**config.mk**
```make
export PLATFORM = sky130hd
export DESIGN_NAME = instDecodeStage
export DESIGN_NICKNAME = d
export VERILOG_FILES = /design/src/verilog/decodePkg.sv /design/src/verilog/arithOpDecoder.sv /design/src/verilog/operandDecoder.sv /design/src/verilog/branchResolver.sv /design/src/verilog/stageRegister.sv /design/src/verilog/instDecodeStage.sv
export VERILOG_INCLUDE_DIRS = /design/src /design/src/verilog
export SDC_FILE = /design/constraint.sdc
export NUM_CORES = 1
export LEC_CHECK = 0
export BUFFER_PORTS_ARGS = -buffer_cell sky130_fd_sc_hd__clkbuf_2
export CORE_AREA = 2 2 120 122
export DETAILED_ROUTE_END_ITERATION = 8
export DIE_AREA = 0 0 122 124
export GPL_TIMING_DRIVEN = 0
export PLACE_DENSITY = 0.79
export SLEW_MARGIN = 5
export SYNTH_ARGS = -nofsm -noshare
export SYNTH_HDL_FRONTEND = slang
export SYNTH_SLANG_ARGS = --single-unit
```
**constraint.sdc**
```tcl
create_clock -name clk -period 1.5 [get_ports clk]
set_input_delay 0.075 -clock clk [delete_from_list [all_inputs] [get_ports clk]]
set_output_delay 0.075 -clock clk [all_outputs]
set_load 0.05 [all_outputs]
```
**src/verilog/instDecodeStage_defs.svh**
```systemverilog
`ifndef INST_DECODE_STAGE_DEFS_SVH
`define INST_DECODE_STAGE_DEFS_SVH

// datapath widths
`define INST_W 32
`define ADDR_W 40
`define DATA_W 64
`define REG_W 5
`define FUNC_W 4

// special register numbers
`define REG_BJS 5'd25  // branch/jump status
`define REG_SP 5'd26   // stack pointer
`define REG_NONE 5'd31 // no register, operand comes from the immediate

// instruction class, bits 31:29
`define CLS_IOSTACK 3'd1 // memory io and push/pop
`define CLS_STACKRW 3'd2
`define CLS_BASEOP 3'd3
`define CLS_EXPOP 3'd4   // float ops
`define CLS_MOVINIT 3'd5
// codes 0, 6 and 7 are not decoded

`endif

```
**src/verilog/decodePkg.sv**
```systemverilog
`include "instDecodeStage_defs.svh"

package decodePkg;

    typedef logic [`REG_W-1:0] regNum_t;

    typedef enum logic [3:0] {
        MEM_IO,
        STACK_PUSHPOP,
        ALU_ADDSUB,
        ALU_MUL,
        ALU_DIV,
        ALU_BOOL,
        ALU_BIT,
        ALU_EQUAL,
        ALU_CMP_U,
        ALU_CMP_I,
        MOV_INIT,
        FPU_ADDSUB,
        FPU_MUL,
        FPU_DIV,
        FPU_CMP,
        FPU_TRANS
    } opUnit_e;

    // base arithmetic subtypes, all 32 codes used
    typedef enum logic [4:0] {
        ADD, SUB, MUL, UDIV, IDIV, UREM, IREM,
        BAND, BOR, BNOT,
        AND, OR, NOT, XOR, SAL, USOR, ISOR,
        EC, NEC,
        ULC, ULEC, UMC, UMEC,
        ILC, ILEC, IMC, IMEC,
        LDI8, LDU16, LDI16, LDU32, LDI32
    } baseOp_e;

    // extended subtypes, 11..31 unassigned
    typedef enum logic [4:0] {
        FADD, FSUB, FMUL, FDIV,
        FLC, FLEC, FMEC, FMC,
        FTI, ITF, UTF
    } expOp_e;

    typedef struct packed {
        logic                isValid;
        logic                isBranchJump;
        logic [`ADDR_W-1:0]  orderAddress;
        logic [`INST_W-1:0]  orderCode;
    } primaryInfo_t;

    typedef struct packed {
        logic                isValid;
        opUnit_e             opUnit;
        logic [`FUNC_W-1:0]  funcSel;
        regNum_t             operA;
        regNum_t             operB;
        regNum_t             resA;
        regNum_t             resB;
        logic [`DATA_W-1:0]  operImme;
    } operationInfo_t;

    // instruction word views, one per class
    typedef struct packed {
        logic [2:0]  cls;
        logic        isStack;  // 0 for memory io
        logic [3:0]  func;     // func[3] set means store
        regNum_t     dataReg;
        regNum_t     addrReg;
        logic [13:0] imm;
    } memFmt_t;

    typedef struct packed {
        logic [2:0]  cls;
        logic        isStack;
        logic [3:0]  func;
        regNum_t     dataReg;
        logic [18:0] imm;
    } stackFmt_t;

    // function select shares bit 24 with dataReg here
    typedef struct packed {
        logic [2:0]  cls;
        logic        isWrite;
        logic [2:0]  funcHi;
        regNum_t     dataReg;
        logic [19:0] imm;
    } stackRwFmt_t;

    typedef struct packed {
        logic [2:0]  cls;
        logic [4:0]  subType;
        regNum_t     resA;
        regNum_t     operA;
        regNum_t     operB;
        logic [8:0]  imm;
    } arithFmt_t;

    typedef struct packed {
        logic [2:0]  cls;
        logic        isInit;
        regNum_t     dst;
        regNum_t     src;
        logic [17:0] imm;
    } movFmt_t;

    typedef union packed {
        memFmt_t     mem;
        stackFmt_t   stack;
        stackRwFmt_t stackRw;
        arithFmt_t   arith;
        movFmt_t     mov;
    } instWord_u;

    localparam primaryInfo_t invalidPrimary = '{
        isValid: 1'b0,
        isBranchJump: 1'b0,
        orderAddress: '0,
        orderCode: '0
    };

    localparam operationInfo_t invalidOperation = '{
        isValid: 1'b0,
        opUnit: MEM_IO,
        funcSel: '0,
        operA: `REG_NONE,
        operB: `REG_NONE,
        resA: `REG_NONE,
        resB: `REG_NONE,
        operImme: '0
    };

endpackage

```
**src/verilog/arithOpDecoder.sv**
```systemverilog
`timescale 1ns/1ps
`include "instDecodeStage_defs.svh"

module arithOpDecoder (
    input  logic                isExtended,
    input  logic [4:0]          subType,
    output decodePkg::opUnit_e  opUnit,
    output logic [`FUNC_W-1:0]  funcSel,
    output logic                known
);
    import decodePkg::*;

    baseOp_e baseSub;
    expOp_e  expSub;

    assign baseSub = baseOp_e'(subType);
    assign expSub = expOp_e'(subType);

    always_comb begin
        opUnit = MEM_IO;
        funcSel = '0;
        known = 1'b1;
        if (isExtended) begin
            case (expSub)
                FADD, FSUB:           opUnit = FPU_ADDSUB;
                FMUL:                 opUnit = FPU_MUL;
                FDIV:                 opUnit = FPU_DIV;
                FLC, FLEC, FMEC, FMC: opUnit = FPU_CMP;
                FTI, ITF, UTF:        opUnit = FPU_TRANS;
                default:              known = 1'b0;
            endcase
            case (expSub)
                FSUB, FMC, FTI: funcSel = 4'd1;
                FLC, ITF:       funcSel = 4'd2;
                FLEC, UTF:      funcSel = 4'd3;
                default:        funcSel = 4'd0;
            endcase
        end else begin
            case (baseSub)
                ADD, SUB:                             opUnit = ALU_ADDSUB;
                MUL:                                  opUnit = ALU_MUL;
                UDIV, IDIV, UREM, IREM:               opUnit = ALU_DIV;
                BAND, BOR, BNOT:                      opUnit = ALU_BOOL;
                AND, OR, NOT, XOR, SAL, USOR, ISOR:   opUnit = ALU_BIT;
                EC, NEC:                              opUnit = ALU_EQUAL;
                ULC, ULEC, UMC, UMEC:                 opUnit = ALU_CMP_U;
                ILC, ILEC, IMC, IMEC:                 opUnit = ALU_CMP_I;
                default:                              opUnit = MOV_INIT; // LDxx
            endcase
            // compare units use 0/1 for greater, 2/3 for less
            case (baseSub)
                SUB, IDIV, BAND, AND, NEC, UMEC, IMEC, LDI8: funcSel = 4'd1;
                UREM, BOR, OR, ULC, ILC, LDU16:              funcSel = 4'd2;
                IREM, BNOT, NOT, ULEC, ILEC, LDI16:          funcSel = 4'd3;
                XOR, LDU32:                                  funcSel = 4'd4;
                SAL, LDI32:                                  funcSel = 4'd5;
                USOR:                                        funcSel = 4'd6;
                ISOR:                                        funcSel = 4'd7;
                default:                                     funcSel = 4'd0;
            endcase
        end
    end

endmodule

```
**src/verilog/operandDecoder.sv**
```systemverilog
`timescale 1ns/1ps
`include "instDecodeStage_defs.svh"

module operandDecoder (
    input  decodePkg::primaryInfo_t   fetchInfo,
    output decodePkg::operationInfo_t decodedOp,
    output logic                      illegal
);
    import decodePkg::*;

    instWord_u          word;
    logic [2:0]         cls;
    opUnit_e            arithUnit;
    logic [`FUNC_W-1:0] arithFunc;
    logic               arithKnown;
    logic               recordOk;

    assign word = fetchInfo.orderCode;
    assign cls = word.arith.cls;

    arithOpDecoder arithOpDecoder_inst (
        .isExtended (cls == `CLS_EXPOP),
        .subType    (word.arith.subType),
        .opUnit     (arithUnit),
        .funcSel    (arithFunc),
        .known      (arithKnown)
    );

    // register fields start at REG_NONE, each format fills in what it uses
    always_comb begin
        decodedOp = invalidOperation;
        recordOk = 1'b1;
        case (cls)
            `CLS_IOSTACK: begin
                decodedOp.funcSel = word.mem.func;
                if (!word.mem.isStack) begin
                    decodedOp.opUnit = MEM_IO;
                    decodedOp.operA = word.mem.addrReg;
                    decodedOp.operImme = 64'(signed'(word.mem.imm));
                end else begin
                    decodedOp.opUnit = STACK_PUSHPOP;
                    decodedOp.operA = `REG_SP;
                    decodedOp.resB = `REG_SP; // push/pop always moves sp
                    decodedOp.operImme = 64'(signed'(word.stack.imm));
                end
                if (word.mem.func[3]) begin
                    decodedOp.operB = word.mem.dataReg; // store / push
                end else begin
                    decodedOp.resA = word.mem.dataReg;
                end
            end
            `CLS_STACKRW: begin
                decodedOp.opUnit = MEM_IO;
                decodedOp.funcSel = word.mem.func; // bits 27:24
                decodedOp.operA = `REG_SP;
                decodedOp.operImme = 64'(word.stackRw.imm);
                if (word.stackRw.isWrite) begin
                    decodedOp.operB = word.stackRw.dataReg;
                end else begin
                    decodedOp.resA = word.stackRw.dataReg;
                end
            end
            `CLS_BASEOP, `CLS_EXPOP: begin
                decodedOp.opUnit = arithUnit;
                decodedOp.funcSel = arithFunc;
                decodedOp.operA = word.arith.operA;
                decodedOp.operB = word.arith.operB;
                decodedOp.resA = word.arith.resA;
                decodedOp.operImme = 64'(signed'(word.arith.imm));
                recordOk = arithKnown;
            end
            `CLS_MOVINIT: begin
                decodedOp.opUnit = MOV_INIT;
                decodedOp.resA = word.mov.dst;
                if (word.mov.isInit) begin
                    decodedOp.funcSel = 4'd6; // init from 23-bit literal
                    decodedOp.operA = word.mov.dst;
                    decodedOp.operImme = 64'({word.mov.src, word.mov.imm});
                end else begin
                    decodedOp.funcSel = 4'd0;
                    decodedOp.operA = word.mov.src;
                    decodedOp.operImme = 64'(signed'(word.mov.imm));
                end
            end
            default: recordOk = 1'b0;
        endcase
        decodedOp.isValid = 1'b1;
        if (!fetchInfo.isValid || !recordOk) begin
            decodedOp = invalidOperation;
        end
    end

    // an empty slot is not an illegal instruction
    assign illegal = fetchInfo.isValid && !recordOk;

endmodule

```
**src/verilog/branchResolver.sv**
```systemverilog
`timescale 1ns/1ps
`include "instDecodeStage_defs.svh"

module branchResolver (
    input  logic                      start,
    input  logic                      clean,
    input  decodePkg::primaryInfo_t   fetchInfo,
    input  decodePkg::operationInfo_t execOperation,
    input  logic [`DATA_W-1:0]        bjsValue,
    output logic                      running,
    output logic                      branchResolved,
    output logic                      branchTaken,
    output decodePkg::primaryInfo_t   resolvedPrimary
);

    logic bjsPending; // op in execute still writes R25

    assign running = start && fetchInfo.isValid && !clean;

    assign bjsPending = (execOperation.resA == `REG_BJS) ||
                        (execOperation.resB == `REG_BJS);

    assign branchResolved = running && fetchInfo.isBranchJump && !bjsPending;

    assign branchTaken = (bjsValue == '0);

    // a resolved branch leaves this stage as a plain instruction
    always_comb begin
        resolvedPrimary = fetchInfo;
        if (branchResolved) begin
            resolvedPrimary.isBranchJump = 1'b0;
        end
    end

endmodule

```
**src/verilog/stageRegister.sv**
```systemverilog
`timescale 1ns/1ps
`include "instDecodeStage_defs.svh"

module stageRegister (
    input  logic                      clk,
    input  logic                      rst,
    input  logic                      clean,
    input  logic                      start,
    input  logic                      nextReady,
    input  decodePkg::primaryInfo_t   nextPrimary,
    input  decodePkg::operationInfo_t nextOperation,
    output decodePkg::primaryInfo_t   execPrimary,
    output decodePkg::operationInfo_t execOperation
);
    import decodePkg::*;

    always_ff @(posedge clk or negedge rst) begin
        if (!rst) begin
            execPrimary <= invalidPrimary;
            execOperation <= invalidOperation;
        end else if (clean) begin
            execPrimary <= invalidPrimary;
            execOperation <= invalidOperation;
        end else if (start) begin
            execPrimary <= nextPrimary;
            execOperation <= nextOperation;
        end else if (nextReady) begin
            // execute took the record and nothing new arrived
            execPrimary <= invalidPrimary;
            execOperation <= invalidOperation;
        end
    end

    cleanEmpties: assert property (
        @(posedge clk) disable iff (!rst)
        clean |=> !execPrimary.isValid && !execOperation.isValid
    );

    // decoder and branch path must agree on which slot is occupied
    opHasPrimary: assert property (
        @(posedge clk) disable iff (!rst)
        execOperation.isValid |-> execPrimary.isValid
    );

    pushPopMovesSp: assert property (
        @(posedge clk) disable iff (!rst)
        execOperation.opUnit == STACK_PUSHPOP |-> execOperation.resB == `REG_SP
    );

endmodule

```
**src/verilog/instDecodeStage.sv**
```systemverilog
`timescale 1ns/1ps
`include "instDecodeStage_defs.svh"

module instDecodeStage (
    input  logic                      clk,
    input  logic                      rst,
    input  logic                      clean,
    input  logic                      start,
    input  logic                      nextReady,
    input  decodePkg::primaryInfo_t   fetchInfo,
    input  logic [`DATA_W-1:0]        bjsValue,
    output logic                      running,
    output logic                      branchResolved,
    output logic                      branchTaken,
    output decodePkg::primaryInfo_t   execPrimary,
    output decodePkg::operationInfo_t execOperation
);
    import decodePkg::*;

    operationInfo_t decodedOp;
    primaryInfo_t   resolvedPrimary;

    operandDecoder operandDecoder_inst (
        .fetchInfo (fetchInfo),
        .decodedOp (decodedOp),
        .illegal   ()
    );

    branchResolver branchResolver_inst (
        .start           (start),
        .clean           (clean),
        .fetchInfo       (fetchInfo),
        .execOperation   (execOperation), // held op, may still own R25
        .bjsValue        (bjsValue),
        .running         (running),
        .branchResolved  (branchResolved),
        .branchTaken     (branchTaken),
        .resolvedPrimary (resolvedPrimary)
    );

    stageRegister stageRegister_inst (
        .clk           (clk),
        .rst           (rst),
        .clean         (clean),
        .start         (start),
        .nextReady     (nextReady),
        .nextPrimary   (resolvedPrimary),
        .nextOperation (decodedOp),
        .execPrimary   (execPrimary),
        .execOperation (execOperation)
    );

endmodule

```
==> results of run 1 <==
layout by cell type (no fill, tap or decap), types with 3 or more instances in the layout:
master / count
nor4_1: 17
nand4_1: 4
mux2i_1: 3
nand2_1: 52
clkbuf_2: 263
a221o_1: 5
o21a_1: 5
a21oi_1: 33
buf_2: 8
buf_4: 83
buf_1: 3
a221oi_1: 9
o32a_1: 6
a32o_1: 3
clkinv_4: 3
o22a_1: 5
inv_1: 10
a31oi_1: 9
xor2_1: 3
clkbuf_8: 14
a22o_1: 84
dfrtp_1: 106
buf_6: 14
nor2_1: 30
buf_12: 4
ha_4: 4
dfstp_2: 16
bufinv_16: 4
clkbuf_1: 26
dlygate4sd3_1: 62
nand2b_1: 10
conb_1: 3
ha_1: 4
clkbuf_16: 20
o21ai_0: 15
o21ai_2: 11
o21ai_1: 11
sequential cells by signal, indices dropped and copies added, names as in the netlist:
signal / flops
stageRegister_inst.execPrimary: 74
stageRegister_inst.execOperation: 49
area by class of cell:
cell class / instances / area share [%]
clock inverter: 13 / 1.89
buffer: 87 / 5.61
antenna: 2 / 0.0499
multi-input combinational: 381 / 27.3
timing repair buffer: 394 / 27.0
inverter: 12 / 0.599
sequential: 123 / 30.9
clock buffer: 19 / 4.42
tap: 180 / 2.25
power by group through the flow:
stage          clock network, W  registers [W]  logic [W]
6_report                0.00443        0.00354    0.00200
5_1_grt                 0.00462        0.00354    0.00210
4_1_cts                 0.00443        0.00352    0.00192
3_5_place_dp                  0        0.00358    0.00171
3_3_place_gp                  0        0.00358    0.00168
2_1_floorplan                 0        0.00400   0.000639
cell families (layout without fill, tap and decap cells):
kind of cell	Yosys count	count (layout)
buffers and inverters	100	525
other	1	5
AO/OA/AOI/OAI	222	222
XOR/XNOR	4	4
flip-flops	123	123
adder cells (fa/ha/maj)	8	8
AND/OR/NAND/NOR	138	138
multiplexers	6	6
timing repair:
| item | CTS | global route |
|---|---|---|
| cloned | 2 | 0 |
| gates resized for setup | 74 | 48 |
| pin swaps | 4 | 7 |
| hold buffers | 62 | 0 |
| endpoints found under the hold margin | 190 | 0 |
| setup buffers | 16 | 8 |
| endpoints found under the setup margin | 99 | 79 |
path summary, 6_finish.rpt:
| check | startpoint | cells past startpoint | to |
|---|---|---|---|
| max | stageRegister_inst.execOperation[69] | 4 | branchResolved |
| min | fetchInfo[18] | 2 | stageRegister_inst.execPrimary[18] |
| max reg2reg | stageRegister_inst.execOperation[69] | 6 | stageRegister_inst.execPrimary[72] |
| min reg2reg | stageRegister_inst.execOperation[11] | 2 | stageRegister_inst.execOperation[11] |
| max in group asynchronous | rst | 3 | stageRegister_inst.execOperation[62] |
| min in group asynchronous | rst | 2 | stageRegister_inst.execPrimary[15] |
layer usage:
metal	track usage, %	vias up	part of all wire, %
met5	0	-	0
met4	18.9	0	4.9
met3	8.38	108	9.8
met2	61.1	560	51
met1	41.7	3359	34
li1	-	3042	-
through the flow:
stage               utilization [%]  hold WS (ps)  total power, W  cell area [um^2]
floorplan                         -          -221         0.00464              6340
global placement               59.0           298         0.00526              8100
detailed placement             59.3         -50.1         0.00529              8140
CTS                            72.0         0.787         0.00987              9880
global route                   73.1          33.5          0.0103             10000
finish                         73.1          20.2         0.00997             10000
worst register-to-register path, delay by kind of cell (launching register included):
kind	cells	cell delay, ps
AO/OA/AOI/OAI	1	150
buffers and inverters	2	290
flip-flops	1	530
AND/OR/NAND/NOR	3	400
==> metrics, run 1 <==
run status=complete, but fails checks; violated checks=setup timing; Seq cells post-synth=123; most numerous cell in the Yosys netlist=dfrtp_1; DRT iter0 DRCs=1021; vias in the first global route=6879; antenna viol nets, final=0; critical path type=reg -> out; router iterations before antenna repair=5; sequential share of the synthesized area=49.7%; Worst Setup Start Kind=register; # port buffers=306; peak supply drop=0.897 mV; CTS tree=yes; Remaining DRCs=0; Distinct cells, synth=63; clock share of power=44.5%; Std-Cell Core Area=13700 um^2; worst path cell trace=nor3b_4 -> nand3_2 -> and3_4 -> clkbuf_16; Synth Area in Simple Gates=10.8%; die width=122 um; # nets final=1167; Sink Count=123; Place WS=-718 ps; setup_tns=-537 ps; Int Pwr=0.00699 W; # rows=43; delay-heaviest family, CP=simple AND/OR/NAND/NOR gates; gr ovfl total=0; synth cell count leaders=dfrtp_1, a22o_1, nand2_1; post-synthesis adder-cell area fraction=1.61%; total routed wirelength=27400 um; cell taking the most area after synthesis=dfrtp_1; Synth top area share=42.9%; Flop pwr share=35.5%; Slew Limit Fails=0; routability congestion estimate=0.973; combinational fraction of design power=20.1%; final setup fails=12; Crit. End Element=primary output; CTS buffer count=17; Hold Violations, Final=0; clk slew on worst S/H paths=60 ps; final worst-path setup slack=-240 ps; switch share=29.9%; via count=7069; Static Leakage=5.03 nW; Min Clock Period, post-route=1740 ps; dpl cells=1091; Least-Margin Pin Slew=721 ps; post-synthesis xor/xnor area fraction=0.562%; Power Density=995 nW/um^2; H-Tree Depth=4; die area=15100 um^2; multi-input combinational cell area=2730 um^2; WP data required=1420 ps; Die Ht=124 um; Post-synth EDFFs=0; Tcrit/Tclk final=116%; Post-DP HPWL=18700 um; Global Route Usage Sum=35.7%; Sw Pwr=0.00298 W; initial antenna violation count=2; Worst Path Arrival=1660 ps; Fmax=575 MHz; worst-path fanout max=2; Post-Layout Cell Count=1211; Synth Flop Type=dfrtp_1; io pins=313; share of cells above drive strength 1=46.6%; Max Buffers Root-to-Sink=2; Synth Cell Area=6240 um^2; synth-to-layout area growth=60.7%; Setup Skew=5.85 ps; worst skew pair latency=430 ps; Buf/Inv on CP=1; main combinational cell family by area after synthesis=compound AO/OA/AOI/OAI gates; largest cells by area after synthesis=dfrtp_1, a22o_1, dfstp_2; setup slack, reg-to-reg=70 ps; largest net degree at the start of global routing=103; via-per-instance ratio=5.84; Syn. warnings=0; Syn Area/Cell=10.4 um^2; slowest CP cell=dfstp_2; FF+latch area=3100 um^2; mux cell area share after synthesis=1.02%; WL/cell=22.6 um; worst rel slew slack=51.7%; Initial Util=45.5%; Worst path max stage delay=530 ps; post-synthesis compound-gate area fraction=27.0%; Fillers=940; first-pass GRT wire length=40100 um; total of max-cap violations=0; clock root cell=clkbuf_16; HP Class=in -> reg; cell count after synthesis=602; RSZ-0062 raised after global routing=true; FFs w/ async S/R, synth=100%
Power figures use the tool's default switching activity.
==> inputs of run 2 (changes only) <==
Settings changed: PLACE_DENSITY 0.79 to 0.83.
==> run 2 against run 1 <==
  * The run still ends with setup timing left
  * Cell count is 0.41% lower
  * Non-clock buffer count is 4 lower
  * Design area is 1.9% lower
  * Sequential share of layout area is 0.59 points higher
  * Clock skew is 2.7 ps lower
  * Total power is 2.5% lower
  * Die area stayed put
  * Critical path depth stayed put
  * Core utilization is 1.4 points lower
  * Worst hold slack better by 12 ps
  * Maximum frequency is 2.6% lower
  * Worst setup slack worse by 46 ps
  * Critical endpoint unchanged
  * Highest routed layer unchanged
==> metrics, run 2 (synthesis gave the netlist of run 1 again) <==
Reg2Reg Capture Point=stageRegister_inst.execPrimary[72]; R2R depth=5; CP Capture Point=branchResolved; gr ovfl total=0; Hold Violations, Final=0; first-pass GRT wire length=39900 um; # rows=43; Slew Limit Fails=0; Design Power=0.00972 W; fin area=9830 um^2; run status=complete, but fails checks; initial antenna violation count=1; final setup fails=1; worst-path fanout max=2; Least-Margin Pin Slew=687 ps; routability congestion estimate=0.974; Largest regs=stageRegister_inst.execPrimary x74, stageRegister_inst.execOperation x49; setup slack, reg-to-reg=140 ps; Worst Path Arrival=1710 ps; worst rel slew slack=54.1%; die width=122 um; final worst-path setup slack=-286 ps; clock root cell=clkbuf_16; Post-DP HPWL=18000 um; total of max-cap violations=0; clk slew on worst S/H paths=60 ps; synth-to-layout area growth=57.7%; Static Leakage=4.94 nW; Worst Setup SP=stageRegister_inst.execOperation[69]; die area=15100 um^2; CTS tree=yes; antenna viol nets, final=0; critical path type=reg -> out; commonest non-fill, non-tap cell in the layout=clkbuf_2; HP Class=in -> reg; Std-Cell Core Area=13700 um^2; io pins=313; Fmax=560 MHz; Worst Setup Start Kind=register; WP data required=1420 ps; H-Tree Depth=4; Remaining DRCs=0; final design utilization=71.7%; max reg flops=74; Crit. End Element=primary output; Largest Register=stageRegister_inst.execPrimary; placed instance area=8140 um^2; Min Clock Period, post-route=1790 ps; Initial Util=45.5%; DRT iter0 DRCs=937; share of cells above drive strength 1=45.7%; violated checks=setup timing; # port buffers=306; worst path cell trace=nor3b_4 -> nand3_2 -> and3_4 -> clkbuf_16; Power Density=989 nW/um^2; total routed wirelength=27500 um; Reg2Reg Launch Point=stageRegister_inst.execOperation[69]; via-per-instance ratio=5.91; Tcrit/Tclk final=119%; worst skew pair latency=430 ps; WL/cell=22.8 um; slowest CP cell=dfstp_2; largest net degree at the start of global routing=94; router iterations before antenna repair=6; CTS buffer count=17; Global Route Usage Sum=35.7%; Setup Skew=3.19 ps; Die Ht=124 um; RSZ-0062 raised after global routing=true; Sink Count=123; Max Buffers Root-to-Sink=2; via count=7126; most frequent cells in the layout=clkbuf_2, dfrtp_1, buf_4; Worst path max stage delay=530 ps; # nets final=1163; Place WS=-667 ps; peak supply drop=0.983 mV; vias in the first global route=6919
[run 2: changes by cell type in the layout (fill, tap and decap cells not counted), sizes merged]
cell and change:
inv +1, diode -1, buf +6, clkinvlp +3
bufinv -2, clkinv -1, clkbuf -11
[run 2: layer usage]
layer	routed length, um	share of wire [%]	up-vias	global-route usage [%]
met5	0	0	-	0
met4	1470	5.4	0	19.0
met3	3250	12	147	12.1
met2	13500	49	553	59.0
met1	9300	34	3391	41.1
li1	-	-	3035	-
[run 2: repair_timing]
action | in CTS | in global routing
pin swaps | 6 | 5
setup buffers | 13 | 4
gates resized for setup | 57 | 41
cloned | 1 | 2
endpoints found under the hold margin | 189 | 0
hold buffers | 62 | 0
endpoints found under the setup margin | 99 | 79
[run 2: cell type report]
type	count	area, um^2
fill	977	3890
sequential	123	3100
multi-input combinational	381	2700
timing repair buffer	389	2550
buffer	88	587
clock buffer	18	439
tap	180	225
clock inverter	14	165
inverter	12	56.3
antenna	1	2.50
[run 2: how the worst min path moves through the flow]
stage	start	endpoint	slack, ps	depth (start not counted)
floorplan	rst	stageRegister_inst.execOperation[0]	-220	0
global placement	fetchInfo[50]	stageRegister_inst.execPrimary[50]	300	2
detailed placement	rst	stageRegister_inst.execPrimary[11]	-20	1
CTS	fetchInfo[18]	stageRegister_inst.execPrimary[18]	3	2
global route	fetchInfo[17]	stageRegister_inst.execPrimary[17]	40	2
finish	fetchInfo[17]	stageRegister_inst.execPrimary[17]	30	2
[run 2: metrics by stage]
stage	instances	TNS (ps)	hold slack (ps)
global placement	1090	-217320	298
finish	1206	-286	32.1
global route	1206	-299	35.4
floorplan	604	-2600	-221
detailed placement	1091	-44980	-15.8
CTS	1199	-220	3.12
[run 2: worst max-delay path, delay by kind of cell (launching register included)]
family / cells / cell delay [ps]
buf+inv: 1 / 170
simple gates: 3 / 580
flops: 1 / 530
[run 2: power by group]
| group | total, W | internal [W] | switching [W] |
|---|---|---|---|
| clock | 0.00421 | 0.00252 | 0.00169 |
| combinational | 0.00198 | 0.000697 | 0.00128 |
| sequential | 0.00354 | 0.00345 | 0.0000871 |
==> inputs of run 3 (changes only) <==
Settings changed: CORE_AREA 2 2 120 122 to not set, CORE_MARGIN set to 5, CORE_UTILIZATION set to 46, DIE_AREA 0 0 122 124 to not set, GPL_TIMING_DRIVEN 0 to 1, PLACE_DENSITY 0.83 to 0.84.
==> run 3 against run 2 <==
  * The run still ends with setup timing left
  * Routed wire length fell by 0.37%
  * Critical endpoint unchanged
  * Combinational power up 2%
  * Worst hold slack improved by 0.63 ps
  * Clock skew is 1.4 ps higher
  * Largest power group unchanged
  * Largest cell class is now registers
  * Critical path depth is the same
  * Global-route usage down 2.8 points
  * Sequential power about the same
  * Clock-buffer cell count did not move
==> metrics, run 3 (synthesis gave the netlist of run 1 again) <==
fin area=9670 um^2; R2R depth=4; worst rel slew slack=44.0%; largest net degree at the start of global routing=79; die width=126 um; max reg flops=74; # port buffers=309; Worst Setup SP=stageRegister_inst.execOperation[69]; FF+latch area=3100 um^2; antenna viol nets, final=0; RSZ-0062 raised after global routing=true; total of max-cap violations=0; final setup fails=1; Crit. End Element=primary output; Slew Limit Fails=0; CTS tree=yes; H-Tree Depth=4; CP Capture Point=branchResolved; Power Density=1000 nW/um^2; Sink Count=123; Die Ht=126 um; first-pass GRT wire length=40500 um; Largest Register=stageRegister_inst.execPrimary; die area=16000 um^2; critical path type=reg -> out; commonest non-fill, non-tap cell in the layout=clkbuf_2; placed instance area=8230 um^2; Reg2Reg Launch Point=stageRegister_inst.execOperation[69]; peak supply drop=1.22 mV; Std-Cell Core Area=13200 um^2; violated checks=setup timing; Worst Path Arrival=1680 ps; Place WS=-467 ps; Max Buffers Root-to-Sink=2; Design Power=0.00970 W; via-per-instance ratio=5.88; CTS buffer count=17; Fillers=921; Hold Violations, Final=0; Initial Util=47.1%; Tcrit/Tclk final=117%; synth-to-layout area growth=55.1%; router iterations before antenna repair=6; worst skew pair latency=430 ps; Fmax=571 MHz; final worst-path setup slack=-251 ps; most frequent cells in the layout=clkbuf_2, dfrtp_1, buf_4; clk slew on worst S/H paths=60 ps; HP Class=in -> reg; clock root cell=clkbuf_16; io pins=313; WP data required=1420 ps; initial antenna violation count=2; Remaining DRCs=0; DRT iter0 DRCs=867; gr ovfl total=0; worst-path fanout max=2; smallest hold slack=32.7 ps; Worst Setup Start Kind=register; WL/cell=23.2 um; Min Clock Period, post-route=1750 ps; Post-DP HPWL=18900 um; Static Leakage=4.89 nW; Setup Skew=4.61 ps; multi-input combinational cell area=2700 um^2; setup slack, reg-to-reg=270 ps; Global Route Usage Sum=32.9%; Largest regs=stageRegister_inst.execPrimary x74, stageRegister_inst.execOperation x49; share of cells above drive strength 1=46.5%; # rows=42; run status=complete, but fails checks; Reg2Reg Capture Point=stageRegister_inst.execPrimary[72]; total routed wirelength=27400 um; routability congestion estimate=0.984; # nets final=1142; vias in the first global route=7078; via count=6952; Least-Margin Pin Slew=841 ps
run 3: cell count changes in the layout (fill, tap and decap cells not counted), moves of 4 or more:
cell | before | now
clkbuf_1 | 24 | 1
clkbuf_4 | 0 | 11
buf_2 | 10 | 0
clkbuf_2 | 264 | 274
buf_6 | 10 | 1
buf_12 | 3 | 8
clkbuf_16 | 21 | 17
run 3: power by group:
| group | internal [W] | switching, W | total [W] |
|---|---|---|---|
| Clock | 0.00249 | 0.00166 | 0.00414 |
| Combinational | 0.000741 | 0.00128 | 0.00202 |
| Sequential | 0.00345 | 0.0000865 | 0.00354 |
| Total | 0.00668 | 0.00302 | 0.00970 |
run 3: worst min-delay path by stage:
stage | startpoint | to | slack, ps | cells past startpoint
floorplan | rst | stageRegister_inst.execOperation[0] | -220 | 0
global placement | rst | stageRegister_inst.execOperation[92] | 70 | 1
detailed placement | rst | stageRegister_inst.execOperation[92] | 70 | 1
CTS | fetchInfo[19] | stageRegister_inst.execPrimary[19] | 6 | 2
global route | fetchInfo[19] | stageRegister_inst.execPrimary[19] | 40 | 2
finish | fetchInfo[19] | stageRegister_inst.execPrimary[19] | 30 | 2
run 3: cell type report:
class,count,area share (%)
Antenna cell,2,0.0517
Clock buffer,18,4.44
Clock inverter,14,1.69
Inverter,12,0.543
Multi-Input combinational cell,383,27.9
Sequential cell,123,32.1
Tap cell,176,2.28
Timing Repair Buffer,454,31.0
run 3: critical path: stages (launching register included):
cell	delay (ps)
dfstp_2	530
nor3b_4	210
nand3_2	160
and3_4	200
buf_12	150
run 3: through the flow:
step	instances	setup TNS, ps	utilization [%]
finish	1182	-251	73.0
floorplan	604	-2600	-
global route	1182	-266	73.0
detailed placement	1078	-16970	62.1
global placement	1078	-15680	62.1
CTS	1176	-230	72.4
run 3: repair_timing:
| item | 4_1_cts | 5_1_grt |
|---|---|---|
| setup buffers | 2 | 2 |
| hold endpoints to repair | 108 | 1 |
| gates cloned | 1 | 1 |
| pin swaps | 3 | 5 |
| resized for setup | 37 | 29 |
| hold buffers | 63 | 1 |
| setup endpoints to repair | 53 | 46 |
run 3: routing by layer:
| metal | wire, um | part of all wire, % | vias to the layer above | global-route usage, % |
|---|---|---|---|---|
| li1 | - | - | 2989 | - |
| met1 | 9290 | 34 | 3329 | 36.4 |
| met2 | 13800 | 50 | 515 | 56.6 |
| met3 | 2770 | 10 | 119 | 9.92 |
| met4 | 1500 | 5.5 | 0 | 18.0 |
| met5 | 0 | 0 | - | 0 |
